`config.mk`:
```
export PLATFORM = sky130hd
export DESIGN_NAME = axi_read_engine_flat
export DESIGN_NICKNAME = d
export VERILOG_FILES = /design/src/hw/axi_mem_pkg.sv /design/src/hw/axi_req_if.sv /design/src/hw/axi_read_engine.sv /design/src/flat_wrapper.sv
export SDC_FILE = /design/constraint.sdc
export NUM_CORES = 1
export LEC_CHECK = 0
export ABC_CLOCK_PERIOD_IN_PS = 4400
export BUFFER_PORTS_ARGS = -buffer_cell sky130_fd_sc_hd__buf_4
export CORE_MARGIN = 2
export CORE_UTILIZATION = 50
export DETAILED_ROUTE_END_ITERATION = 6
export PLACE_DENSITY = 0.85
export SLEW_MARGIN = 20
export SYNTH_ARGS = -nofsm -noshare
export SYNTH_HDL_FRONTEND = slang
export SYNTH_SLANG_ARGS = --single-unit
```
`constraint.sdc`:
```
create_clock -name clock -period 4.4 [get_ports clock]
set_input_delay 0.22 -clock clock [delete_from_list [all_inputs] [get_ports clock]]
set_output_delay 0.22 -clock clock [all_outputs]
set_load 0.02 [all_outputs]
```
`src/hw/axi_mem_pkg.sv`:
```
/* axi slave memory model shared types
   bus field widths, response codes, memory map and engine states */
package axi_mem_pkg;

	typedef logic [31:0] addr_t; // byte address
	typedef logic [31:0] data_t; // one beat
	typedef logic [3:0]  strb_t; // one bit per byte lane
	typedef logic [3:0]  id_t;
	typedef logic [7:0]  len_t;  // beats minus one
	typedef logic [2:0]  size_t; // log2 bytes per beat

	typedef enum logic [1:0] {
		FIXED = 2'b00,
		INCR  = 2'b01,
		WRAP  = 2'b10 // answered with SLVERR
	} burst_e;

	typedef enum logic [1:0] {
		OKAY   = 2'b00,
		EXOKAY = 2'b01, // never returned, no exclusive monitor
		SLVERR = 2'b10,
		DECERR = 2'b11
	} resp_e;

	typedef enum logic {
		R_IDLE,
		R_BEAT
	} rd_state_e;

	typedef enum logic [1:0] {
		W_IDLE,
		W_BEAT,
		W_RESP
	} wr_state_e;

	// memory map
	localparam addr_t MEM_BASE   = 32'h8000_0000;
	localparam addr_t MTIME_BASE = 32'ha000_0048; // low word, high word at +4

	// beat address, same rule for reads and writes
	// wrap bursts never touch memory so they just sit on the start address
	function automatic addr_t beat_addr(addr_t start, len_t idx, size_t size, burst_e burst);
		addr_t step;
		step = addr_t'(idx) << size;
		return (burst == INCR) ? start + step : start;
	endfunction

endpackage

```
`src/hw/axi_req_if.sv`:
```
/* one queued burst request, queue head to engine
   valid/ready handshake, fields held while valid */
`timescale 1ns/1ps

interface axi_req_if;
	import axi_mem_pkg::*;

	logic   valid; // head entry present
	logic   ready; // engine takes it this cycle
	addr_t  addr;
	id_t    id;
	len_t   len;
	size_t  size;
	burst_e burst;

	// queue side
	modport source (
		output valid, addr, id, len, size, burst,
		input  ready
	);

	// engine side
	modport sink (
		input  valid, addr, id, len, size, burst,
		output ready
	);

endinterface

```
`src/hw/axi_read_engine.sv`:
```
/* R channel sequencer, pops one AR request and streams its beats
   beat n+1 is fetched at the edge where beat n transfers */
`timescale 1ns/1ps

module axi_read_engine (
	input  logic               clock,
	input  logic               reset,
	axi_req_if.sink            req,
	output logic               rvalid,
	output axi_mem_pkg::data_t rdata,
	output axi_mem_pkg::resp_e rresp,
	output axi_mem_pkg::id_t   rid,
	output logic               rlast,
	input  logic               rready,
	output axi_mem_pkg::addr_t rd_addr,
	input  axi_mem_pkg::data_t rd_data,
	input  logic               rd_hit
);
	import axi_mem_pkg::*;

	rd_state_e state;
	len_t      beat;      // index of the beat on the bus
	len_t      next_beat;
	addr_t     cur_addr;  // captured request
	len_t      cur_len;
	size_t     cur_size;
	burst_e    cur_burst;
	burst_e    fetch_burst;
	data_t     beat_data;
	resp_e     beat_resp;
	logic      pop;
	logic      advance;

	assign req.ready = (state == R_IDLE);
	assign pop       = req.valid && req.ready;
	assign rvalid    = (state == R_BEAT);
	assign advance   = rvalid && rready && !rlast; // more beats to go
	assign next_beat = beat + 1'b1;

	// idle fetches beat 0 of the head, otherwise the following beat
	always_comb begin
		if (state == R_IDLE) begin
			rd_addr     = req.addr;
			fetch_burst = req.burst;
		end else begin
			rd_addr     = beat_addr(cur_addr, next_beat, cur_size, cur_burst);
			fetch_burst = cur_burst;
		end
	end

	assign beat_data = (fetch_burst == WRAP) ? '0 : rd_data;
	assign beat_resp = (fetch_burst == WRAP) ? SLVERR : (rd_hit ? OKAY : DECERR);

	always_ff @(posedge clock) begin
		if (reset) begin
			state <= R_IDLE;
			beat  <= '0;
		end else begin
			case (state)
				R_IDLE: begin
					if (pop) begin
						state <= R_BEAT;
						beat  <= '0;
					end
				end
				R_BEAT: begin
					if (rready && rlast)
						state <= R_IDLE; // one idle cycle before next pop
					else if (advance)
						beat <= next_beat;
				end
				default: state <= R_IDLE;
			endcase
		end
	end

	// request capture and beat payload
	always_ff @(posedge clock) begin
		if (pop) begin
			cur_addr  <= req.addr;
			cur_len   <= req.len;
			cur_size  <= req.size;
			cur_burst <= req.burst;
			rid       <= req.id;
			rdata     <= beat_data;
			rresp     <= beat_resp;
			rlast     <= (req.len == '0); // single beat burst
		end else if (advance) begin
			rdata <= beat_data;
			rresp <= beat_resp;
			rlast <= (next_beat == cur_len);
		end
	end

endmodule

```
`src/flat_wrapper.sv`:
```
// flat-port wrapper written by rule: the top's interface ports become plain ports
module axi_read_engine_flat import axi_mem_pkg::*;
  (clock, reset, rvalid, rdata, rresp, rid, rlast, rready, rd_addr, rd_data, rd_hit, req_valid, req_addr, req_id, req_len, req_size, req_burst, req_ready);
  axi_req_if req_i ();
  input  logic clock;
  input  logic reset;
  output logic rvalid;
  output axi_mem_pkg::data_t rdata;
  output axi_mem_pkg::resp_e rresp;
  output axi_mem_pkg::id_t rid;
  output logic rlast;
  input  logic rready;
  output axi_mem_pkg::addr_t rd_addr;
  input  axi_mem_pkg::data_t rd_data;
  input  logic rd_hit;
  input wire logic [$bits(req_i.valid)-1:0] req_valid;
  input wire logic [$bits(req_i.addr)-1:0] req_addr;
  input wire logic [$bits(req_i.id)-1:0] req_id;
  input wire logic [$bits(req_i.len)-1:0] req_len;
  input wire logic [$bits(req_i.size)-1:0] req_size;
  input wire logic [$bits(req_i.burst)-1:0] req_burst;
  output wire logic [$bits(req_i.ready)-1:0] req_ready;
  assign req_i.valid = req_valid;
  assign req_i.addr = req_addr;
  assign req_i.id = req_id;
  assign req_i.len = req_len;
  assign req_i.size = req_size;
  assign req_i.burst = req_burst;
  assign req_ready = req_i.ready;
  axi_read_engine u_core (.clock(clock), .reset(reset), .req(req_i), .rvalid(rvalid), .rdata(rdata), .rresp(rresp), .rid(rid), .rlast(rlast), .rready(rready), .rd_addr(rd_addr), .rd_data(rd_data), .rd_hit(rd_hit));
endmodule
```
### Word-level counts from Yosys, hierarchy flattened

Cells that the tools add are included.

* register bits after elaboration: 93
* input port bits: 86
* word-level logic and storage cells: 47

* equality and inequality tests: 6
* bitwise logic cells: 1
* add/sub/neg operators: 2
* reduce and logical (&&, ||, !) cells: 8
* muxes and demuxes: 19
* shifts and indexed selects: 1

Operators by type and width (number)
* $mux W32: 5
* $add A32 B32 Y32: 1
* $shl A8 B3 Y32: 1
* $mux W8: 3
* $pmux W8 S2: 1
* $mux W2: 5
* $add A8 B1 Y8 const B: 1
* $eq A8 B8 Y1: 1
* $logic_not A8 Y1: 1
* $ne A2 B2 Y1 const B: 3
* $logic_and A1 B1 Y1: 4
* $mux W1: 4
* $reduce_and A3 Y1: 1
* $eq A2 B1 Y1 const B: 1
* $eq A2 B2 Y1 const B: 1
* $pmux W1 S2: 1
* $reduce_bool A2 Y1: 1
* $logic_not A1 Y1: 1
* $not A1 Y1: 1

### Logic depth before layout (Yosys ltp)

* word-level depth: 5
* gate-level depth with buffers: 15
* gate-level depth less buffers: 14

### Worst setup path before layout

OpenSTA, ideal clock, no wires.

* path kind: flip-flop to output port
* from: register u_core.beat[0]
* to: output rd_addr[15]
* cell stages (with the launch flop): 14
* data arrival time: 3.516 ns
* setup slack: 0.664 ns
* cells stage by stage: dfxtp_1 clkbuf_1 and3_1 nand4_1 xor2_1 mux2i_1 mux2i_1 mux2i_1 ha_1 nand4_1 or2_2 o2111a_1 or4_1 a31oi_1

* longest elaborated chain between the ends: 5

Ends and longest elaborated chain
* start, declared: line axi_read_engine.sv:22 `len_t beat;`
* start signal, assigned: line axi_read_engine.sv:70 `beat <= next_beat;`
* $add A8 B1 Y8: line axi_read_engine.sv:38 `assign next_beat = beat + 1'b1;`
* $shl A8 B3 Y32: line axi_mem_pkg.sv:44 `step = addr_t'(idx) << size;`
* $add A32 B32 Y32: line axi_mem_pkg.sv:45 `return (burst == INCR) ? start + step : start;`
* $mux W32: line axi_mem_pkg.sv:45
* $mux W32: line axi_read_engine.sv:42 `if (state == R_IDLE) begin`
* end, declared: line flat_wrapper.sv:13 `output axi_mem_pkg::addr_t rd_addr;`

No other way between the ends.

### Final worst setup path

* from: register u_core.beat[0]
* to: output rd_addr[30]

Same word-level chain as after synthesis.

==> results.cfg <==
[outcome]
status = finished, final reports clean

[min_path]
hold_path.class = input port to flop

[logic_synthesis]
synth-async-reset-ratio = 0
synth_common_cells = 84 x edfxtp_1, 51 x nor2_1, 39 x nand2_1
synth.distinct_cells = 56
synthFlopType = edfxtp_1
post_synth.cell_area_avg_um2 = 9.95
yosys.area.top_type = edfxtp_1
synth_seq_cells = 93
yosys_warnings = 0
syn_nets = 649
synth_top_area_share = 0.464
yosysSeqAreaShare = 0.497
synth_edf_count = 84
synthCells = 546
synth_area_leaders = edfxtp_1 46%, and2_1 3.9%, ha_1 3.7%
netlist_area_mm2 = 0.00543
yosysMostFrequentCell = edfxtp_1

[pwr]
p_sw_mw = 0.662
combPwrFrac = 0.244
switching_share = 0.301
worst_ir_drop_vdd_uv = 293
power_density_mw_per_mm2 = 307
power.total_mw = 2.20
pwr-share-seq = 0.487
p_clk_frac = 0.269
p_leak_nw = 2.92
p_int_mw = 1.54

[critical_path]
worstPathRequired_ps = 4180
arrival_ps = 4010
end_kind = primary output
crit_chain = ha_2, nand3_2, nor2_2, xnor2_2, mux2i_1, mux2i_1, mux2i_1, ha_1, a21o_1, a31oi_2, nand3_1, o21ai_2, mux2_1, a221o_1, buf_4
critical_path_class = flop to primary output
startpoint_type = flop
critPathMaxFanout = 8
cpMostUsedCell = mux2i_1
cpPeakStageDelay_ps = 410
cp_slowest_cell = dfxtp_4

[cells_and_area]
num-nets-final = 816
syn_to_final_growth_pct = 32.1
final.fill_count = 829
seq_area_mm2 = 0.00271
n_antenna_cell = 0
multi_input_area_mm2 = 0.00265
drive_gt1_frac = 0.305

[timing]
fmax_mhz = 237
fin_crit_sh = 0.961
setup_violations = 0
slew_viol_final = 0
hold_viol = 0
min_period_ps = 4230
tns_ps = 0
fin_hold_ws_ps = 14.0
fin_ws_ps = 173
max-slew-margin-rel = 0.525
worstMarginPinSlew_ps = 712
clock_skew_ps = 14.6

[drt]
drcViolationCount = 0
antenna_left = 0
dr.pass1.iters = 5
via_count = 4934
finalWirelength_um = 14500
via_per_inst = 5.75
drt_iter0_drc = 253
wl_per_cell_um = 16.9

[placement]
dp_hpwl_um = 10400
port_buffers = 158
finalWeightedCongestion = 0.926
post-place-ws_ps = 162

[floorplan]
initial_core_util = 0.508
io_pins = 159
die_h_um = 108
die_w_um = 108
rows = 38
dieArea_mm2 = 0.0117
core_area_mm2 = 0.0107

[job]
drv_cap = 0

[grt]
grtUsageTotal = 0.246
grt_max_degree = 66
antenna_found_initial = 0
grt_pass1_wl_um = 22500
grt_pass1_vias = 4639
overflow = 0

[clocking]
htreeDepth = 3
cts_root_buffer = clkbuf_8
clk_pin_slew_ps = 100
clockBufferDepth = 2
cts_buffers = 9
clock_sinks = 93
cts_tree = built
clock_latency_ps = 380
==> power groups by stage <==
stage	logic (mW)	clock network, mW	registers, mW
floorplan	0.253	0	1.13
global route	0.578	0.637	1.08
detailed placement	0.518	0	1.09
finish	0.537	0.593	1.07
global placement	0.509	0	1.09
CTS	0.528	0.608	1.07
==> area by class of cell <==
class | instances | area share
timing repair buffer | 182 | 0.192
multi-input combinational | 410 | 0.369
sequential | 93 | 0.377
inverter | 17 | 0.00889
clock buffer | 10 | 0.0178
tap | 140 | 0.0244
clock inverter | 6 | 0.00994
==> path summary, 6_finish.rpt <==
kind,start,endpoint,slack [ps],cells after the start
max,u_core.beat[0]$_SDFFE_PP0P_,rd_addr[30],170,15
min,req_addr[3],u_core.cur_addr[3]$_DFFE_PP_,10,1
max reg2reg,u_core.rvalid$_SDFF_PP0_,u_core.beat[5]$_SDFFE_PP0P_,2060,8
min reg2reg,u_core.beat[1]$_SDFFE_PP0P_,u_core.beat[1]$_SDFFE_PP0P_,500,2
==> state kept, by name (all words and copies together) (netlist names) <==
signal	cells
u_core.cur_addr	32
u_core.rdata	32
u_core.beat	8
u_core.cur_len	8
u_core.rid	4
u_core.cur_size	3
u_core.cur_burst	2
u_core.rresp	2
u_core.rlast	1
u_core.rvalid	1
==> metal layers <==
layer / GRT usage / part of all wire
met5: 0 / 0
met1: 0.300 / 0.40
met3: 0.101 / 0.10
met2: 0.400 / 0.48
met4: 0.0760 / 0.017
==> stage by stage <==
step,util,std cells,cell area (µm²)
3_3_place_gp,0.631,826,6760
4_1_cts,0.658,850,7040
3_5_place_dp,0.631,826,6760
2_1_floorplan,-,546,5430
5_1_grt,0.671,858,7180
6_report,0.671,858,7180
==> timing repair <==
item / CTS / global route
hold buffers: 4 / 2
setup buffers: 4 / 6
pin swaps: 2 / 5
endpoints found under the setup margin: 17 / 18
resized for setup: 6 / 14
hold endpoints to repair: 4 / 2
==> cells by family (layout without fill, tap and decap cells) <==
family | after synthesis | in the layout | share of synthesized area
AOI/OAI and AO/OA | 124 | 124 | 0.146
xor gates and xnor gates | 20 | 20 | 0.0322
adders and majority gates | 17 | 17 | 0.0405
buffers and inverters | 43 | 215 | 0.0304
DFF | 93 | 93 | 0.497
muxes | 20 | 20 | 0.0375
and+or+nand+nor | 229 | 229 | 0.216
==> worst max-delay path, delay by kind of cell, from the launching register on <==
kind,cells,cell delay [ps]
AOI/OAI and AO/OA,4,1050
muxes,4,810
adders and majority gates,2,590
and+or+nand+nor,3,450
DFF,1,410
xor gates and xnor gates,1,170
buffers and inverters,1,160
==> placed cells by master, fill, tap and decap left out, types with 8 or more instances in the layout <==
master    netlist  final
nand4_1         9      9
xor2_1         11      8
ha_1           16     14
o21ai_0        24     23
nor3_1         14     14
mux2i_1        17     17
a21oi_1        27     26
clkbuf_8        0      9
xnor2_1         9      8
or3_1          12     12
nand2_1        39     39
inv_1          16     15
o211ai_1       13     13
nand3_1        33     32
nor2_1         51     50
edfxtp_1       84     84
buf_4           0    176
and2_1         34     34
and3_1          9      9
a31oi_1        20     19
(Power assumes the default switching activity.)
