`src/hw/axi_mem_pkg.sv`:
```
/* axi slave memory model shared types
   bus field widths, response codes, memory map and engine states */
package axi_mem_pkg;

	typedef logic [31:0] addr_t; // byte address
	typedef logic [31:0] data_t; // one beat
	typedef logic [3:0]  strb_t; // one bit per byte lane
	typedef logic [3:0]  id_t;
	typedef logic [7:0]  len_t;  // beats minus one
	typedef logic [2:0]  size_t; // log2 bytes per beat

	typedef enum logic [1:0] {
		FIXED = 2'b00,
		INCR  = 2'b01,
		WRAP  = 2'b10 // answered with SLVERR
	} burst_e;

	typedef enum logic [1:0] {
		OKAY   = 2'b00,
		EXOKAY = 2'b01, // never returned, no exclusive monitor
		SLVERR = 2'b10,
		DECERR = 2'b11
	} resp_e;

	typedef enum logic {
		R_IDLE,
		R_BEAT
	} rd_state_e;

	typedef enum logic [1:0] {
		W_IDLE,
		W_BEAT,
		W_RESP
	} wr_state_e;

	// memory map
	localparam addr_t MEM_BASE   = 32'h8000_0000;
	localparam addr_t MTIME_BASE = 32'ha000_0048; // low word, high word at +4

	// beat address, same rule for reads and writes
	// wrap bursts never touch memory so they just sit on the start address
	function automatic addr_t beat_addr(addr_t start, len_t idx, size_t size, burst_e burst);
		addr_t step;
		step = addr_t'(idx) << size;
		return (burst == INCR) ? start + step : start;
	endfunction

endpackage

```
`src/hw/axi_req_if.sv`:
```
/* one queued burst request, queue head to engine
   valid/ready handshake, fields held while valid */
`timescale 1ns/1ps

interface axi_req_if;
	import axi_mem_pkg::*;

	logic   valid; // head entry present
	logic   ready; // engine takes it this cycle
	addr_t  addr;
	id_t    id;
	len_t   len;
	size_t  size;
	burst_e burst;

	// queue side
	modport source (
		output valid, addr, id, len, size, burst,
		input  ready
	);

	// engine side
	modport sink (
		input  valid, addr, id, len, size, burst,
		output ready
	);

endinterface

```
`src/hw/axi_write_engine.sv`:
```
/* W and B channel sequencer, writes each beat of the popped AW burst
   and returns one worst-case response per burst */
`timescale 1ns/1ps

module axi_write_engine (
	input  logic               clock,
	input  logic               reset,
	axi_req_if.sink            req,
	input  logic               wvalid,
	input  axi_mem_pkg::data_t wdata,
	input  axi_mem_pkg::strb_t wstrb,
	input  logic               wlast,  // beat count ends the burst instead
	output logic               wready,
	output logic               bvalid,
	output axi_mem_pkg::resp_e bresp,
	output axi_mem_pkg::id_t   bid,
	input  logic               bready,
	output logic               wr_en,
	output axi_mem_pkg::addr_t wr_addr,
	output axi_mem_pkg::data_t wr_data,
	output axi_mem_pkg::strb_t wr_strb,
	input  logic               wr_hit
);
	import axi_mem_pkg::*;

	wr_state_e state;
	len_t      beat;      // index of the next beat expected
	addr_t     cur_addr;  // captured request
	len_t      cur_len;
	size_t     cur_size;
	burst_e    cur_burst;
	logic      pop;
	logic      beat_xfer;
	logic      last_beat;

	assign req.ready = (state == W_IDLE);
	assign pop       = req.valid && req.ready;
	assign wready    = (state == W_BEAT);
	assign bvalid    = (state == W_RESP);
	assign beat_xfer = wvalid && wready;
	assign last_beat = (beat == cur_len);

	// memory port, wrap bursts never write
	assign wr_addr = beat_addr(cur_addr, beat, cur_size, cur_burst);
	assign wr_data = wdata;
	assign wr_strb = wstrb;
	assign wr_en   = beat_xfer && (cur_burst != WRAP);

	always_ff @(posedge clock) begin
		if (reset) begin
			state <= W_IDLE;
			beat  <= '0;
		end else begin
			case (state)
				W_IDLE: begin
					if (pop) begin
						state <= W_BEAT;
						beat  <= '0;
					end
				end
				W_BEAT: begin
					if (beat_xfer) begin
						if (last_beat)
							state <= W_RESP;
						else
							beat <= beat + 1'b1;
					end
				end
				W_RESP: begin
					if (bready)
						state <= W_IDLE;
				end
				default: state <= W_IDLE;
			endcase
		end
	end

	// request capture and response accumulation
	always_ff @(posedge clock) begin
		if (pop) begin
			cur_addr  <= req.addr;
			cur_len   <= req.len;
			cur_size  <= req.size;
			cur_burst <= req.burst;
			bid       <= req.id;
			bresp     <= (req.burst == WRAP) ? SLVERR : OKAY;
		end else if (beat_xfer && !wr_hit && bresp == OKAY) begin
			bresp <= DECERR; // sticky, any miss fails the burst
		end
	end

endmodule

```
`src/flat_wrapper.sv`:
```
// flat-port wrapper written by rule: the top's interface ports become plain ports
module axi_write_engine_flat import axi_mem_pkg::*;
  (clock, reset, wvalid, wdata, wstrb, wlast, wready, bvalid, bresp, bid, bready, wr_en, wr_addr, wr_data, wr_strb, wr_hit, req_valid, req_addr, req_id, req_len, req_size, req_burst, req_ready);
  axi_req_if req_i ();
  input  logic clock;
  input  logic reset;
  input  logic wvalid;
  input  axi_mem_pkg::data_t wdata;
  input  axi_mem_pkg::strb_t wstrb;
  input  logic wlast;
  output logic wready;
  output logic bvalid;
  output axi_mem_pkg::resp_e bresp;
  output axi_mem_pkg::id_t bid;
  input  logic bready;
  output logic wr_en;
  output axi_mem_pkg::addr_t wr_addr;
  output axi_mem_pkg::data_t wr_data;
  output axi_mem_pkg::strb_t wr_strb;
  input  logic wr_hit;
  input wire logic [$bits(req_i.valid)-1:0] req_valid;
  input wire logic [$bits(req_i.addr)-1:0] req_addr;
  input wire logic [$bits(req_i.id)-1:0] req_id;
  input wire logic [$bits(req_i.len)-1:0] req_len;
  input wire logic [$bits(req_i.size)-1:0] req_size;
  input wire logic [$bits(req_i.burst)-1:0] req_burst;
  output wire logic [$bits(req_i.ready)-1:0] req_ready;
  assign req_i.valid = req_valid;
  assign req_i.addr = req_addr;
  assign req_i.id = req_id;
  assign req_i.len = req_len;
  assign req_i.size = req_size;
  assign req_i.burst = req_burst;
  assign req_ready = req_i.ready;
  axi_write_engine u_core (.clock(clock), .reset(reset), .req(req_i), .wvalid(wvalid), .wdata(wdata), .wstrb(wstrb), .wlast(wlast), .wready(wready), .bvalid(bvalid), .bresp(bresp), .bid(bid), .bready(bready), .wr_en(wr_en), .wr_addr(wr_addr), .wr_data(wr_data), .wr_strb(wr_strb), .wr_hit(wr_hit));
endmodule
```
`config.mk`:
```
export PLATFORM = sky130hd
export DESIGN_NAME = axi_write_engine_flat
export DESIGN_NICKNAME = d
export VERILOG_FILES = /design/src/hw/axi_mem_pkg.sv /design/src/hw/axi_req_if.sv /design/src/hw/axi_write_engine.sv /design/src/flat_wrapper.sv
export SDC_FILE = /design/constraint.sdc
export NUM_CORES = 1
export LEC_CHECK = 0
export BUFFER_PORTS_ARGS = -buffer_cell sky130_fd_sc_hd__buf_4
export CAP_MARGIN = 20
export CORE_UTILIZATION = 50
export CTS_BUF_LIST = sky130_fd_sc_hd__clkbuf_8
export DETAILED_ROUTE_END_ITERATION = 12
export PLACE_DENSITY = 0.92
export RECOVER_POWER = 25
export SETUP_SLACK_MARGIN = 0.05
export SYNTH_ARGS = -nofsm -noshare
export SYNTH_HDL_FRONTEND = slang
export SYNTH_SLANG_ARGS = --single-unit
```
`constraint.sdc`:
```
create_clock -name clock -period 4 [get_ports clock]
set_input_delay 0.6 -clock clock [delete_from_list [all_inputs] [get_ports clock]]
set_output_delay 0.6 -clock clock [all_outputs]
set_load 0.01 [all_outputs]
```
-- Word level (Yosys, flattened, before mapping)
Cells that the tools add are included.
- register bits: 61
- input bits: 92
- output and inout bits: 78
- logic and storage cells: 47
- add/subtract/negate cells: 2
- eq/ne operators: 11
- shift-type cells: 1
- mux-type cells: 13
- reductions and logical operators: 12
- operator list (operator ; number):
    $add 32x32->32 ; 1
    $mux 32 ; 1
    $shl 8x3->32 ; 1
    $mux 8 ; 3
    $pmux 8 s2 ; 1
    $mux 2 ; 7
    $ne 2x2->1 const B ; 5
    $add 8x1->8 const B ; 1
    $eq 8x8->1 ; 1
    $reduce_and 4->1 ; 2
    $pmux 2 s3 ; 1
    $logic_and 1x1->1 ; 5
    $eq 2x1->1 const B ; 2
    $eq 2x2->1 const B ; 2
    $logic_not 2->1 ; 2
    $reduce_bool 2->1 ; 2
    $ne 2x1->1 const B ; 1
    $logic_not 1->1 ; 1

-- Longest topological paths before layout
- depth in word-level cells: 6
- depth in mapped cells: 15
- depth with buffers taken out: 13

-- Least setup slack after synthesis
OpenSTA, ideal clock, no wires.
- kind: reg2out
- start point: reg u_core.cur_size[1]
- end point: out wr_addr[31]
- arrival time: 2956 ps
- required time: 3400 ps
- path slack: 444 ps
- stages on the path, launching flop included: 13
- buffers on the path: 2
- cell sequence: edfxtp_1 > clkbuf_1 > clkbuf_1 > mux2i_1 > o22ai_1 > and2_1 > ha_1 > nand3_1 > nor2_2 > o2111a_2 > o2111ai_4 > a2111oi_2 > xor2_1
- word-level cells in the longest chain between the ends: 3
- ends and longest elaborated chain (element ; RTL line ; RTL):
    from (decl) ; axi_write_engine.sv:30 ; size_t cur_size;
    from (signal assigned) ; axi_write_engine.sv:83 ; cur_size <= req.size;
    $shl 8x3->32 ; axi_mem_pkg.sv:44 ; step = addr_t'(idx) << size;
    $add 32x32->32 ; axi_mem_pkg.sv:45 ; return (burst == INCR) ? start + step : start;
    $mux 32 ; axi_mem_pkg.sv:45 ;
    to (decl) ; flat_wrapper.sv:17 ; output axi_mem_pkg::addr_t wr_addr;
No other way between the ends.

-- Final worst setup path
- start point: reg u_core.cur_size[1]
- end point: out wr_addr[29]
The elaborated chain is that of the path after synthesis.

==> flow_metrics.py <==
metrics = {
    "floorplanning": {
        "io_pins": 170,
        "initial_core_util_pct": 51.9,
        "coreArea_sq_um": 7730,
        "fp-row-count": 32,
        "fp.dieH_microns": 91.6,
        "die_x_microns": 91.6,
        "die_area_sq_um": 8390,
    },
    "detailed_routing": {
        "dr.pass1.iters": 6,
        "vias": 3483,
        "route.detailed.wl_per_inst_microns": 19.0,
        "viasPerCell": 5.99,
        "drtIter0Drc": 450,
        "ant_nets": 0,
        "wirelength_mm": 11.0,
        "drc": 0,
    },
    "clock_tree": {
        "numCtsBuffers": 9,
        "root_buffer": "clkbuf_8",
        "htreeDepth": 3,
        "clock_latency_ps": 340,
        "cts_tree": "done",
        "hold_buffers": 0,
        "clkSlewWorstSetupHoldPaths_ps": 70,
        "cts_num_sinks": 61,
        "cts_buffer_depth": 2,
    },
    "yosys": {
        "synthFlopType": "edfxtp_1",
        "synthTopCellsByArea": "edfxtp_1 38%, buf_4 6.7%, dfxtp_1 5.0%",
        "syn_avg_cell_area_sq_um": 9.91,
        "synth_area_sq_um": 4010,
        "syn_nets": 514,
        "synth_top_area_share_pct": 38.2,
        "yosys.cell_types.count": 54,
        "synth-seq-cells": 61,
        "syn_inst": 405,
        "synth_edf_count": 51,
        "synth.largest_area_cell": "edfxtp_1",
        "ys_seq_area_share_pct": 43.1,
        "synthTopCellsByCount": "51 x edfxtp_1, 50 x nand2_1, 36 x buf_4, 26 x nor2_1, 25 x a21oi_1",
        "yosysMostFrequentCell": "edfxtp_1",
        "yosys_warnings": 0,
        "async_flop_share_pct": 0,
    },
    "sta": {
        "setup_violations": 0,
        "worst_slew_pin_slew_ps": 620,
        "finalHoldViolations": 0,
        "finalCritPeriodShare_pct": 99.4,
        "fin_setup_tns_ps": 0,
        "rsz0062_at_grt": "yes",
        "clock_skew_ps": 9.99,
        "slew_headroom_pct": 58.6,
        "slew_viol_final": 0,
        "fmax_mhz": 251,
        "min_period_ps": 3980,
    },
    "setup_path": {
        "crit_path_end_kind": "output pin",
        "rr_endpoint": "u_core.bresp[1]",
        "slowest_delay_ps": 410,
        "timing.rr.start": "u_core.state[1]",
        "rr_worst_depth": 5,
        "critPathLaunchType": "register",
        "cp_max_fo": 5,
        "r2r_slack_ps": 2240,
        "crit_required_ps": 3400,
        "crit_slowest_cell": "edfxtp_1",
        "critPathKind": "register to output pin",
        "crit_chain": "buf_2 -> mux2i_2 -> o22ai_1 -> and2_1 -> ha_4 -> nand3_4 -> nor2_4 -> o2111a_2 -> o2111ai_4 -> a2111oi_4 -> xor2_1 -> buf_4",
        "cp.arrival_ps": 3380,
    },
    "final_layout": {
        "diodes": 0,
        "layout-drive-gt1-share_pct": 35.9,
        "syn2layout_area_growth_pct": 27.2,
        "layout.cells.non_filler": 581,
        "utilization_pct": 66.1,
        "fillers": 518,
        "final_nets": 583,
        "seqCellArea_sq_um": 1730,
        "multi_input_area_sq_um": 2140,
    },
    "placed_design": {
        "place_congestion": 0.860,
        "port_buffers": 96,
        "dp_hpwl_mm": 6.96,
        "placed_cells": 551,
    },
    "run": {
        "drv_cap": 0,
    },
    "global_route": {
        "antenna_found_initial": 0,
        "grt_pass1_vias": 3098,
        "overflow": 0,
        "grt_start_max_net_pins": 52,
        "grt_pass1_wl_mm": 14.9,
        "grt_usage_pct": 22.7,
    },
    "status": {
        "status": "finished, final reports clean",
    },
    "min_path": {
        "hold-path-cell-count": 1,
        "holdCritPathClass": "primary input to register",
        "min_from": "req_addr[19]",
        "hold_end": "u_core.cur_addr[19]",
    },
    "power": {
        "vdd_ir_drop_max_v": 0.000307,
        "powerDensity_nw_per_um2": 322,
        "power_leakage_nw": 2.00,
    },
}
## timing repair
action,in CTS,in global routing
gates resized for setup,0,45
pin swaps,0,16
gates cloned,0,2
endpoints found under the setup margin,21,22
buffers inserted,5,6
## worst max-delay path by stage
stage | start | endpoint | slack, ps | depth (start not counted)
2_1_floorplan | u_core.cur_size[1] | wr_addr[31] | 440 | 12
3_3_place_gp | u_core.cur_size[1] | wr_addr[28] | 360 | 12
3_5_place_dp | u_core.cur_size[1] | wr_addr[29] | 200 | 11
4_1_cts | u_core.cur_size[1] | wr_addr[29] | 40 | 12
5_1_grt | u_core.cur_size[1] | wr_addr[29] | -140 | 12
6_report | u_core.cur_size[1] | wr_addr[29] | 20 | 12
## metrics by stage
step / hold WS [ps] / power, mW / instance area (sq um) / setup slack (ps)
6_report: 450 / 1.64 / 5110 / 22.2
5_1_grt: 444 / 1.70 / 5110 / -138
4_1_cts: 427 / 1.61 / 4780 / 40.7
3_5_place_dp: 589 / 1.01 / 4520 / 196
3_3_place_gp: 563 / 1.00 / 4520 / 356
2_1_floorplan: 534 / 0.932 / 4010 / 444
## layer usage
layer | vias to the layer above | track usage, % | wire length [microns]
met5 | - | 0 | 0
met4 | 0 | 11.1 | 671
met3 | 83 | 5.86 | 1100
met2 | 241 | 39.3 | 5510
met1 | 1602 | 25.9 | 3750
li1 | 1557 | - | -
## sequential cells by signal, summed over array words and instances, names as in the netlist
register	cells
u_core.state	2
u_core.bresp	2
u_core.bid	4
u_core.cur_len	8
u_core.cur_size	3
u_core.cur_burst	2
u_core.cur_addr	32
u_core.beat	8
## report_power, final
part	total [mW]	switching, mW	internal, mW	leakage [nW]
registers	0.761	0.0290	0.732	0.569
clock network	0.601	0.253	0.348	0.114
logic	0.281	0.145	0.137	1.32
total	1.64	0.427	1.22	2.00
## cells in the final DEF, fill, tap and decap left out, types with 3 or more instances in the layout
cell / Yosys / routed
clkbuf_8: 0 / 9
a211oi_1: 6 / 4
o2111ai_4: 2 / 3
a21oi_1: 25 / 20
mux2i_1: 9 / 6
ha_1: 16 / 11
nand2_1: 50 / 50
o21ai_1: 2 / 7
and2_1: 5 / 5
nor2b_1: 3 / 3
mux2i_2: 0 / 3
ha_4: 0 / 5
xnor2_1: 18 / 18
a21oi_2: 1 / 5
inv_1: 11 / 11
o21ai_0: 24 / 18
buf_4: 36 / 58
dfxtp_1: 10 / 9
o22ai_1: 5 / 3
clkbuf_4: 0 / 47
a2111oi_4: 0 / 3
nand3_1: 10 / 9
nor2_1: 26 / 26
and3_1: 4 / 4
nand4_1: 10 / 10
nor3_1: 4 / 3
mux2_2: 4 / 3
a21o_1: 4 / 4
xor2_1: 21 / 21
edfxtp_1: 51 / 51
## worst max-delay path, delay by kind of cell (launching register included)
kind                     cells  cell delay [ps]
AO/OA/AOI/OAI                4             1050
adder cells (fa/ha/maj)      1              320
XOR/XNOR                     1              220
flip-flops                   1              410
multiplexers                 1              280
AND/OR/NAND/NOR              3              430
buffers and inverters        2              330
## area by class of cell
cell class | count | area share, %
tap | 102 | 2.50
sequential | 61 | 33.9
multi-input combinational | 282 | 41.9
clock buffer | 9 | 2.43
inverter | 11 | 0.808
clock inverter | 7 | 1.79
timing repair buffer | 109 | 16.7
## cell families after synthesis
| kind of cell | after synthesis | synth area share [%] |
|---|---|---|
| multiplexers | 13 | 3.37 |
| XOR/XNOR | 39 | 8.51 |
| adder cells (fa/ha/maj) | 17 | 5.49 |
| AND/OR/NAND/NOR | 125 | 14.9 |
| AO/OA/AOI/OAI | 87 | 15.0 |
| buffers and inverters | 63 | 9.66 |
| flip-flops | 61 | 43.1 |
No activity file was read; power rests on OpenSTA's default activity.
