===== config.mk =====
export PLATFORM = sky130hd
export DESIGN_NAME = axi_req_queue_flat
export DESIGN_NICKNAME = d
export VERILOG_FILES = /design/src/hw/axi_mem_pkg.sv /design/src/hw/axi_req_if.sv /design/src/hw/axi_req_queue.sv /design/src/flat_wrapper.sv
export SDC_FILE = /design/constraint.sdc
export NUM_CORES = 1
export LEC_CHECK = 0
export BUFFER_PORTS_ARGS = -buffer_cell sky130_fd_sc_hd__buf_2
export CELL_PAD_IN_SITES_DETAIL_PLACEMENT = 0
export CELL_PAD_IN_SITES_GLOBAL_PLACEMENT = 1
export CORE_MARGIN = 4
export CORE_UTILIZATION = 40
export CTS_CLUSTER_SIZE = 8
export DETAILED_ROUTE_END_ITERATION = 8
export GPL_TIMING_DRIVEN = 1
export PLACE_DENSITY_LB_ADDON = 0.15
export SYNTH_ARGS = -nofsm -noshare
export SYNTH_HDL_FRONTEND = slang
export SYNTH_SLANG_ARGS = --single-unit

===== constraint.sdc =====
create_clock -name clock -period 3 [get_ports clock]
set_clock_uncertainty 0.05 [all_clocks]
set_input_delay 0.3 -clock clock [delete_from_list [all_inputs] [get_ports clock]]
set_output_delay 0.3 -clock clock [all_outputs]
set_load 0.03 [all_outputs]

===== src/hw/axi_mem_pkg.sv =====
/* axi slave memory model shared types
   bus field widths, response codes, memory map and engine states */
package axi_mem_pkg;

	typedef logic [31:0] addr_t; // byte address
	typedef logic [31:0] data_t; // one beat
	typedef logic [3:0]  strb_t; // one bit per byte lane
	typedef logic [3:0]  id_t;
	typedef logic [7:0]  len_t;  // beats minus one
	typedef logic [2:0]  size_t; // log2 bytes per beat

	typedef enum logic [1:0] {
		FIXED = 2'b00,
		INCR  = 2'b01,
		WRAP  = 2'b10 // answered with SLVERR
	} burst_e;

	typedef enum logic [1:0] {
		OKAY   = 2'b00,
		EXOKAY = 2'b01, // never returned, no exclusive monitor
		SLVERR = 2'b10,
		DECERR = 2'b11
	} resp_e;

	typedef enum logic {
		R_IDLE,
		R_BEAT
	} rd_state_e;

	typedef enum logic [1:0] {
		W_IDLE,
		W_BEAT,
		W_RESP
	} wr_state_e;

	// memory map
	localparam addr_t MEM_BASE   = 32'h8000_0000;
	localparam addr_t MTIME_BASE = 32'ha000_0048; // low word, high word at +4

	// beat address, same rule for reads and writes
	// wrap bursts never touch memory so they just sit on the start address
	function automatic addr_t beat_addr(addr_t start, len_t idx, size_t size, burst_e burst);
		addr_t step;
		step = addr_t'(idx) << size;
		return (burst == INCR) ? start + step : start;
	endfunction

endpackage


===== src/hw/axi_req_if.sv =====
/* one queued burst request, queue head to engine
   valid/ready handshake, fields held while valid */
`timescale 1ns/1ps

interface axi_req_if;
	import axi_mem_pkg::*;

	logic   valid; // head entry present
	logic   ready; // engine takes it this cycle
	addr_t  addr;
	id_t    id;
	len_t   len;
	size_t  size;
	burst_e burst;

	// queue side
	modport source (
		output valid, addr, id, len, size, burst,
		input  ready
	);

	// engine side
	modport sink (
		input  valid, addr, id, len, size, burst,
		output ready
	);

endinterface


===== src/hw/axi_req_queue.sv =====
/* circular request queue for the AR or AW channel
   accepts on valid/ready, presents the oldest entry at the head */
`timescale 1ns/1ps

module axi_req_queue #(
	parameter int QUEUE_DEPTH = 4
) (
	input  logic                clock,
	input  logic                reset,
	input  logic                in_valid,
	output logic                in_ready,
	input  axi_mem_pkg::addr_t  in_addr,
	input  axi_mem_pkg::id_t    in_id,
	input  axi_mem_pkg::len_t   in_len,
	input  axi_mem_pkg::size_t  in_size,
	input  axi_mem_pkg::burst_e in_burst,
	axi_req_if.source           head
);
	import axi_mem_pkg::*;

	localparam int PTR_W = (QUEUE_DEPTH > 1) ? $clog2(QUEUE_DEPTH) : 1;
	localparam int CNT_W = $clog2(QUEUE_DEPTH + 1); // holds 0..QUEUE_DEPTH

	addr_t  q_addr [QUEUE_DEPTH];
	id_t    q_id [QUEUE_DEPTH];
	len_t   q_len [QUEUE_DEPTH];
	size_t  q_size [QUEUE_DEPTH];
	burst_e q_burst [QUEUE_DEPTH];

	logic [PTR_W-1:0] rd_ptr; // oldest entry
	logic [PTR_W-1:0] wr_ptr; // next free slot
	logic [CNT_W-1:0] count;
	logic [CNT_W-1:0] count_next;
	logic             push;
	logic             pop;

	assign push = in_valid && in_ready;
	assign pop  = head.valid && head.ready;

	// occupancy after this edge
	always_comb begin
		count_next = count;
		if (push && !pop)
			count_next = count + 1'b1;
		else if (pop && !push)
			count_next = count - 1'b1;
	end

	always_ff @(posedge clock) begin
		if (reset) begin
			rd_ptr   <= '0;
			wr_ptr   <= '0;
			count    <= '0;
			in_ready <= 1'b0; // held low through reset
		end else begin
			if (push)
				wr_ptr <= (wr_ptr == PTR_W'(QUEUE_DEPTH - 1)) ? '0 : wr_ptr + 1'b1;
			if (pop)
				rd_ptr <= (rd_ptr == PTR_W'(QUEUE_DEPTH - 1)) ? '0 : rd_ptr + 1'b1;
			count    <= count_next;
			in_ready <= (count_next != CNT_W'(QUEUE_DEPTH)); // not full next cycle
		end
	end

	// entry storage
	always_ff @(posedge clock) begin
		if (push) begin
			q_addr[wr_ptr]  <= in_addr;
			q_id[wr_ptr]    <= in_id;
			q_len[wr_ptr]   <= in_len;
			q_size[wr_ptr]  <= in_size;
			q_burst[wr_ptr] <= in_burst;
		end
	end

	assign head.valid = (count != '0);
	assign head.addr  = q_addr[rd_ptr];
	assign head.id    = q_id[rd_ptr];
	assign head.len   = q_len[rd_ptr];
	assign head.size  = q_size[rd_ptr];
	assign head.burst = q_burst[rd_ptr];

endmodule


===== src/flat_wrapper.sv =====
// flat-port wrapper written by rule: the top's interface ports become plain ports
module axi_req_queue_flat import axi_mem_pkg::*;
#(
	parameter int QUEUE_DEPTH = 4
)
  (clock, reset, in_valid, in_ready, in_addr, in_id, in_len, in_size, in_burst, head_valid, head_addr, head_id, head_len, head_size, head_burst, head_ready);
  axi_req_if head_i ();
  input  logic clock;
  input  logic reset;
  input  logic in_valid;
  output logic in_ready;
  input  axi_mem_pkg::addr_t in_addr;
  input  axi_mem_pkg::id_t in_id;
  input  axi_mem_pkg::len_t in_len;
  input  axi_mem_pkg::size_t in_size;
  input  axi_mem_pkg::burst_e in_burst;
  output wire logic [$bits(head_i.valid)-1:0] head_valid;
  output wire logic [$bits(head_i.addr)-1:0] head_addr;
  output wire logic [$bits(head_i.id)-1:0] head_id;
  output wire logic [$bits(head_i.len)-1:0] head_len;
  output wire logic [$bits(head_i.size)-1:0] head_size;
  output wire logic [$bits(head_i.burst)-1:0] head_burst;
  input wire logic [$bits(head_i.ready)-1:0] head_ready;
  assign head_valid = head_i.valid;
  assign head_addr = head_i.addr;
  assign head_id = head_i.id;
  assign head_len = head_i.len;
  assign head_size = head_i.size;
  assign head_burst = head_i.burst;
  assign head_i.ready = head_ready;
  axi_req_queue #(.QUEUE_DEPTH(QUEUE_DEPTH)) u_core (.clock(clock), .reset(reset), .in_valid(in_valid), .in_ready(in_ready), .in_addr(in_addr), .in_id(in_id), .in_len(in_len), .in_size(in_size), .in_burst(in_burst), .head(head_i));
endmodule

-- After elaboration in Yosys (flattened, before gate mapping)
Memory sizes are Yosys's and may differ from the RTL's. A register that Yosys moved wholly into a read port is not among the register bits.
Cells that the tools add are included.
W data, S select, Z words.
- register bits: 8
- memory bits (writable): 196
- input port bits: 53
- output and inout port bits: 51
- memories: 5
- memory list (name ; depth ; width ; rd ports ; clocked after memory_dff ; wr ports ; line ; text):
    u_core.q_addr ; 4 ; 32 ; 1 ; 1 ; 1 ; axi_req_queue.sv:24 ; addr_t q_addr [QUEUE_DEPTH];
    u_core.q_len ; 4 ; 8 ; 1 ; 1 ; 1 ; axi_req_queue.sv:26 ; len_t q_len [QUEUE_DEPTH];
    u_core.q_id ; 4 ; 4 ; 1 ; 1 ; 1 ; axi_req_queue.sv:25 ; id_t q_id [QUEUE_DEPTH];
    u_core.q_size ; 4 ; 3 ; 1 ; 1 ; 1 ; axi_req_queue.sv:27 ; size_t q_size [QUEUE_DEPTH];
    u_core.q_burst ; 4 ; 2 ; 1 ; 1 ; 1 ; axi_req_queue.sv:28 ; burst_e q_burst [QUEUE_DEPTH];
- add/subtract/negate cells: 4
- equality and inequality tests: 3
- multiplexer cells: 16
- reduce and logical (&&, ||, !) cells: 7
- operators by type and width (cell ; count):
    $mux W2 ; 12
    $mux W3 ; 2
    $add A2 B1 Y2 const B ; 2
    $eq A2 B2 Y1 const B ; 2
    $logic_and A1 B1 Y1 ; 4
    $add A3 B1 Y3 const B ; 1
    $ne A3 B3 Y1 const B ; 1
    $reduce_bool A3 Y1 ; 1
    $sub A3 B1 Y3 const B ; 1
    $logic_not A1 Y1 ; 2
    $mux W1 ; 2

-- Depth between registers and ports, before layout
Gate-level depths: netlist of the first run.
- depth in word-level cells: 6
- mapped depth: 8
- gate-level depth less buffers: 8

-- Worst setup path after synthesis of the first run
No wires, ideal clock.
- path type: register to register
- from: register u_core.in_ready
- to: memory u_core.q_addr[2][0] (netlist name), enable pin
- arrival time: 1.845 ns
- data required time: 2.538 ns
- path slack: 0.693 ns
- cell stages (with the launch flop): 2
- buffers on the path: 0
- path through: dfxtp_1 > and3_1
- longest elaborated chain between the ends: 3
- ends and longest elaborated chain (item ; line ; text):
    start: declaration ; axi_req_queue.sv:11 ; output logic in_ready,
    start signal: assignment ; axi_req_queue.sv:61 ; in_ready <= (count_next != CNT_W'(QUEUE_DEPTH));
    $logic_and A1 B1 Y1 ; axi_req_queue.sv:37 ; assign push = in_valid && in_ready;
    $mux W1 ; axi_req_queue.sv:67 ; if (push) begin
    $mux W1 (implied by the code) ; axi_req_queue.sv:68 ; q_addr[wr_ptr] <= in_addr;
    end: declaration ; axi_req_queue.sv:24 ;
Every way passes these cells.

==> results of run 1 <==
area by class of cell:
cell class,instances,share of cell area
sequential,206,0.623
multi-input combinational,94,0.146
timing repair buffer,164,0.120
clock buffer,40,0.0784
tap,234,0.0299
inverter,6,0.00230
clock inverter,1,0.000384
cell families (layout without fill, tap and decap cells):
kind of cell               Yosys count  after routing  synth area share
DFF                                206            206             0.799
muxes                               50             50             0.146
and+or+nand+nor                     22             22            0.0153
buffers and inverters               18            211            0.0141
AOI/OAI and AO/OA                   12             12            0.0100
adders and majority gates            8              8            0.0131
xor gates and xnor gates             2              2           0.00230
power by group:
group	switching (uW)	leakage [uW]	internal, uW
logic	1050	0.00112	735
registers	139	0.00186	3340
clock network	1040	0.000372	1730
total	2230	0.00335	5810
flip-flops by register name, summed over array words and instances (netlist names), named ones only:
signal           flops
u_core.rd_ptr        2
u_core.count         3
u_core.q_id         16
u_core.in_ready      1
u_core.q_size       12
u_core.q_burst       8
u_core.q_len        32
u_core.wr_ptr        2
u_core.q_addr      128
path summary, 6_finish.rpt:
check | slack [ns] | end | start
max | 0.47 | head_addr[7] | flop
max reg2reg | 1.22 | u_core.q_addr[2][15] | u_core.wr_ptr[0]
min reg2reg | 0.43 | flop | u_core.rd_ptr[1]
min | 0.07 | flop | head_ready
cell usage in the layout (no fill, tap or decap), drive strengths merged, types with 6 or more instances in the layout:
| cell type | synthesis | final |
|---|---|---|
| edfxtp | 196 | 196 |
| buf | 12 | 114 |
| dlygate4sd3 | 0 | 50 |
| mux4 | 49 | 49 |
| clkbuf | 0 | 40 |
| dfxtp | 10 | 10 |
| ha | 8 | 8 |
| a21oi | 7 | 7 |
| nand2 | 6 | 6 |
| inv | 6 | 6 |
worst max-delay path, cell delays in order (launching register included):
cell and delay [ns]:
dfxtp_4 0.63, buf_12 0.28, mux4_2 0.54, buf_2 0.20
layer usage:
| layer | global-route usage | wire length [um] | vias to the layer above |
|---|---|---|---|
| li1 | - | - | 1698 |
| met1 | 0.179 | 6220 | 1907 |
| met2 | 0.229 | 7010 | 107 |
| met3 | 0.0377 | 844 | 28 |
| met4 | 0.0348 | 316 | 0 |
| met5 | 0 | 0 | - |
per-stage QoR:
| stage | std cells | total power (uW) | worst slack, ns |
|---|---|---|---|
| floorplan | 318 | 4810 | 0.693 |
| global placement | 654 | 5290 | 0.928 |
| detailed placement | 654 | 5310 | 0.924 |
| CTS | 745 | 8180 | 0.379 |
| global route | 745 | 8430 | 0.294 |
| finish | 745 | 8030 | 0.469 |
==> impl_metrics.sql, run 1 <==
INSERT INTO impl_metrics (metric_group, metric, value, unit) VALUES
('clock_network', 'clockRootBuffer', 'clkbuf_16', ''),
('setup_path', 'rr_worst_depth', '4', ''),
('finish', 'antenna_cells_inserted', '0', ''),
('floorplanning', 'dieArea', '0.0213', 'mm2'),
('synthesis', 'synth_warnings', '0', ''),
('routing', 'drt_wl_total', '14400', 'um'),
('synthesis', 'synth_largest_type_area_fraction', '0.773', ''),
('global_routing', 'grt_max_degree', '39', ''),
('clock_network', 'cts_inserted_buffers', '29', ''),
('synthesis', 'seq_area_frac_synth', '0.799', ''),
('placement', 'detailed_place.area', '0.00851', 'mm2'),
('job', 'maxCapViolations', '0', ''),
('setup_path', 'worst-setup-path-type', 'flop to output pin', ''),
('global_routing', 'globalRoute.totalOverflow', '0', ''),
('setup_path', 'crit_required', '2.65', 'ns'),
('synthesis', 'synth_area', '0.00762', 'mm2'),
('run_status', 'status', 'complete, no violations', ''),
('global_routing', 'initial_antenna_violation_count', '0', ''),
('finish', 'ff_latch_area', '0.00609', 'mm2'),
('setup_path', 'cp_max_fo', '22', ''),
('clock_network', 'clock_latency', '0.50', 'ns'),
('clock_network', 'post_cts_setup_repair_buffer_count', '0', ''),
('global_routing', 'grt_first_pass_wirelength', '23100', 'um'),
('synthesis', 'synthArstFlopShare', '0', ''),
('sta', 'drv_slew', '0', ''),
('routing', 'detail_route.iter0.violations', '147', ''),
('sta', 'fmaxAchievable', '0.395', 'GHz'),
('routing', 'via_per_inst', '5.02', ''),
('routing', 'total_number_of_vias', '3740', ''),
('global_routing', 'total_track_usage', '0.137', ''),
('synthesis', 'syn-mean-instance-area', '24.0', 'um2'),
('synthesis', 'yosys.cell_count.top_type', 'edfxtp_1', ''),
('routing', 'detailedRoute.firstPassIterationCount', '4', ''),
('synthesis', 'synth_enable_flop_cells', '196', ''),
('finish', 'postLayoutCellArea', '0.00978', 'mm2'),
('setup_path', 'critPathCaptureType', 'output pin', ''),
('sta', 'setup_repair_after_global_routing_missed_its_margin', 'false', ''),
('floorplanning', 'core-area', '0.0187', 'mm2'),
('routing', 'postRouteAntennaNets', '0', ''),
('worst_hold_path', 'timing.hold.worst_path_depth', '3', ''),
('sta', 'period_share', '0.844', ''),
('clock_network', 'count_of_hold_fix_buffers_inserted_at_cts', '50', ''),
('synthesis', 'synth.top_cells.by_count', 'edfxtp_1, mux4_2, dfxtp_1, ha_1', ''),
('clock_network', 'cts.sink_count', '206', ''),
('floorplanning', 'number_of_core_rows', '50', ''),
('synthesis', 'cell_types_with_the_largest_area_share_after_synthesis', 'edfxtp_1, mux4_2, dfxtp_1', ''),
('routing', 'route.detailed.drc', '0', ''),
('sta', 'slew_headroom', '0.592', ''),
('finish', 'multi_input_comb_area', '0.00143', 'mm2'),
('setup_path', 'cp-start-kind', 'flop', ''),
('clock_network', 'clock_tree.buffer_depth', '3', ''),
('global_routing', 'vias_in_the_first_global_route', '4159', ''),
('clock_network', 'cts_resized', '0', ''),
('synthesis', 'ys.flop_type', 'edfxtp_1', ''),
('finish', 'nets', '562', ''),
('floorplanning', 'die_extent_in_y', '146', 'um'),
('clock_network', 'clock_slew_at_the_register_clock_pins_of_the_worst_setup_and_hold_paths', '0.04', 'ns'),
('finish', 'filler_cell_count', '1469', ''),
('power', 'leakage_power_figure', '0.00335', 'uW'),
('power', 'power-per-cell-area', '821', 'mW/mm2'),
('sta', 'worst-slew-pin-transition', '0.612', 'ns'),
('sta', 'timing.hold.ws', '0.0669', 'ns'),
('finish', 'finalCoreUtilization', '0.523', ''),
('floorplanning', 'io_pins', '104', ''),
('synthesis', 'yosysTopAreaCell', 'edfxtp_1', ''),
('placement', 'detailed_place_hpwl', '8590', 'um'),
('sta', 'timing_hold_violations_final', '0', ''),
('clock_network', 'tritoncts', 'built', ''),
('placement', 'gp_routability_congestion', '0.685', ''),
('power', 'worst_ir_drop_vdd', '514', 'uV'),
('worst_hold_path', 'worstHoldPathType', 'input pin to flop', '');
Power figures use the tool's default switching activity.
==> inputs of run 2 (changes only) <==
Clock period 3 ns to 2.1 ns, I/O delays scaled along.
==> impl_metrics.sql, run 2 (same netlist as run 1, synthesis figures left out) <==
INSERT INTO impl_metrics (metric_group, metric, value, unit) VALUES
('sta', 'slew_headroom', '0.727', ''),
('finish', 'largest_register_ff_count', '128', ''),
('sta', 'period_share', '1.03', ''),
('setup_path', 'crit_chain', 'buf_16 -> mux4_2 -> buf_6', ''),
('power', 'leakage_power_figure', '0.00351', 'uW'),
('sta', 'timing_hold_violations_final', '0', ''),
('sta', 'final.setup.tns', '-1.41', 'ns'),
('setup_path', 'cp_slowest_stage_delay', '0.57', 'ns'),
('floorplanning', 'io_pins', '104', ''),
('power', 'power-per-cell-area', '1190', 'mW/mm2'),
('sta', 'timing.final.crit_period', '2.17', 'ns'),
('placement', 'gp_routability_congestion', '0.627', ''),
('clock_network', 'tritoncts', 'built', ''),
('finish', 'most-common-layout-cells', 'edfxtp_1, buf_2, dlygate4sd3_1', ''),
('clock_network', 'cts_inserted_buffers', '29', ''),
('setup_path', 'critical-path-top-delay-family', 'multiplexers', ''),
('setup_path', 'critical_path.endpoint', 'head_len[5]', ''),
('routing', 'drt_wl_total', '15200', 'um'),
('sta', 'setup_repair_after_global_routing_missed_its_margin', 'true', ''),
('routing', 'detail_route.wl_per_cell', '20.1', 'um'),
('placement', 'placed_cells', '655', ''),
('placement', 'detailed_place_hpwl', '8590', 'um'),
('clock_network', 'cts.sink_count', '206', ''),
('floorplanning', 'die_extent_in_y', '146', 'um'),
('setup_path', 'regToRegSetupSlack', '0.39', 'ns'),
('clock_network', 'h-tree-depth', '1', ''),
('job', 'maxCapViolations', '0', ''),
('global_routing', 'initial_antenna_violation_count', '0', ''),
('finish', 'largest_register', 'u_core.q_addr', ''),
('setup_path', 'regToRegStartpoint', 'u_core.count[0]', ''),
('run_status', 'status', 'complete, but fails checks', ''),
('global_routing', 'grt_busiest_layer', 'met2', ''),
('clock_network', 'clock_tree.buffer_depth', '3', ''),
('finish', 'top_regs', 'u_core.q_addr x128, u_core.q_len x32, u_core.q_id x16', ''),
('routing', 'postRouteAntennaNets', '0', ''),
('worst_hold_path', 'worstHoldPathType', 'input pin to flop', ''),
('finish', 'nets', '571', ''),
('clock_network', 'clock_latency', '0.51', 'ns'),
('global_routing', 'gr-usage-met1', '0.190', ''),
('finish', 'mostFrequentLayoutCell', 'edfxtp_1', ''),
('setup_path', 'rr_endpoint', 'u_core.in_ready', ''),
('finish', 'area_growth_syn_to_layout', '33.9', '%'),
('global_routing', 'grt_first_pass_wirelength', '23600', 'um'),
('routing', 'route.detailed.drc', '0', ''),
('setup_path', 'cp_max_fo', '19', ''),
('global_routing', 'vias_in_the_first_global_route', '4189', ''),
('setup_path', 'rr_worst_depth', '8', ''),
('setup_path', 'critPathCaptureType', 'output pin', ''),
('global_routing', 'total_track_usage', '0.142', ''),
('global_routing', 'grt_use_met2', '0.235', ''),
('global_routing', 'grt_max_degree', '30', ''),
('setup_path', 'cp-start-kind', 'flop', ''),
('clock_network', 'clock_slew_at_the_register_clock_pins_of_the_worst_setup_and_hold_paths', '0.05', 'ns'),
('finish', 'antenna_cells_inserted', '0', ''),
('routing', 'via_per_inst', '5.04', ''),
('placement', 'buffer_ports.inserted', '103', ''),
('setup_path', 'critical_path_cell_count', '3', ''),
('floorplanning', 'core-area', '0.0187', 'mm2'),
('run_status', 'violations', 'negative setup slack', ''),
('routing', 'total_number_of_vias', '3798', ''),
('setup_path', 'crit_buf_inv', '2', ''),
('setup_path', 'crit_required', '1.84', 'ns'),
('sta', 'fmaxAchievable', '0.462', 'GHz'),
('routing', 'detail_route.iter0.violations', '197', ''),
('global_routing', 'grtUsageMet3', '0.0358', ''),
('floorplanning', 'number_of_core_rows', '50', ''),
('setup_path', 'crit_arrival', '1.91', 'ns'),
('clock_network', 'clockRootBuffer', 'clkbuf_16', ''),
('sta', 'final-setup-viol-count', '45', ''),
('setup_path', 'worst-setup-path-type', 'flop to output pin', ''),
('floorplanning', 'initial_core_util', '0.407', ''),
('floorplanning', 'die_width', '146', 'um'),
('global_routing', 'globalRoute.totalOverflow', '0', ''),
('floorplanning', 'dieArea', '0.0213', 'mm2'),
('power', 'worst_ir_drop_vdd', '718', 'uV'),
('routing', 'detailedRoute.firstPassIterationCount', '4', ''),
('sta', 'finalWorstSetupSlack', '-0.0665', 'ns'),
('sta', 'worst-slew-pin-transition', '0.409', 'ns'),
('finish', 'layout-drive-gt1-share', '0.410', ''),
('finish', 'instances_no_fill', '754', ''),
('sta', 'drv_slew', '0', ''),
('setup_path', 'critical_path.slowest_cell', 'mux4_2', '');
[run 2: changes by cell type in the layout (fill, tap and decap cells not counted), sizes merged]
cell	previous run	this run
clkbuf	40	41
dlygate4sd3	50	51
clkinv	1	0
buf	114	121
inv	6	7
[run 2: power breakdown]
group / total [uW] / switching [uW] / leakage (uW) / internal (uW)
Sequential: 4900 / 118 / 0.00186 / 4780
Combinational: 3220 / 1710 / 0.00127 / 1510
Clock: 4010 / 1500 / 0.000381 / 2510
Total: 12100 / 3330 / 0.00351 / 8800
[run 2: routing by layer]
layer | wire, um | vias to the layer above
li1 | - | 1721
met2 | 7390 | 105
met3 | 836 | 29
met4 | 393 | 0
met1 | 6540 | 1943
met5 | 0 | -
[run 2: tightest hold or removal path, stage by stage]
cell and delay (ns):
buf_2 0.14, and2_4 0.17, nand2_1 0.06, a21oi_1 0.05
[run 2: through the flow]
| stage | total power, uW | hold slack (ns) | util | setup WS, ns | instance area [um2] |
|---|---|---|---|---|---|
| 6_report | 12100 | 0.110 | 0.545 | -0.0665 | 10200 |
| 5_1_grt | 12700 | 0.139 | 0.545 | -0.139 | 10200 |
| 4_1_cts | 12200 | 0.0909 | 0.540 | -0.111 | 10100 |
| 3_5_place_dp | 7580 | 0.375 | 0.456 | 0.377 | 8530 |
| 3_3_place_gp | 7560 | 0.370 | 0.456 | 0.372 | 8530 |
| 2_1_floorplan | 6870 | 0.259 | - | 0.316 | 7620 |
[run 2: how the worst min path moves through the flow]
| stage | from | to | cells after the start |
|---|---|---|---|
| after CTS | in_valid | u_core.wr_ptr[1] | 4 |
| final | in_valid | u_core.wr_ptr[1] | 4 |
| after global routing | in_valid | u_core.wr_ptr[1] | 4 |
| after global placement | in_addr[28] | u_core.q_addr[2][28] | 1 |
| after floorplan | in_addr[0] | u_core.q_addr[0][0] | 0 |
| after detailed placement | in_len[1] | u_core.q_len[1][1] | 1 |
[run 2: what timing repair did]
action / 4_1_cts / 5_1_grt
resized for setup: 56 / 28
endpoints found under the setup margin: 49 / 49
hold buffers: 51 / 0
endpoints found under the hold margin: 205 / 0
cloned: 3 / 1
buffers inserted: 1 / 2
[run 2: area by class of cell]
type                    count  area [um2]
clock inverters             1        8.76
flip-flops and latches    206        6090
repair buffers            173        1580
fillers                  1454        8510
inverters                   6        22.5
multi-input cells          94        1430
clock buffers              40         777
well taps                 234         293
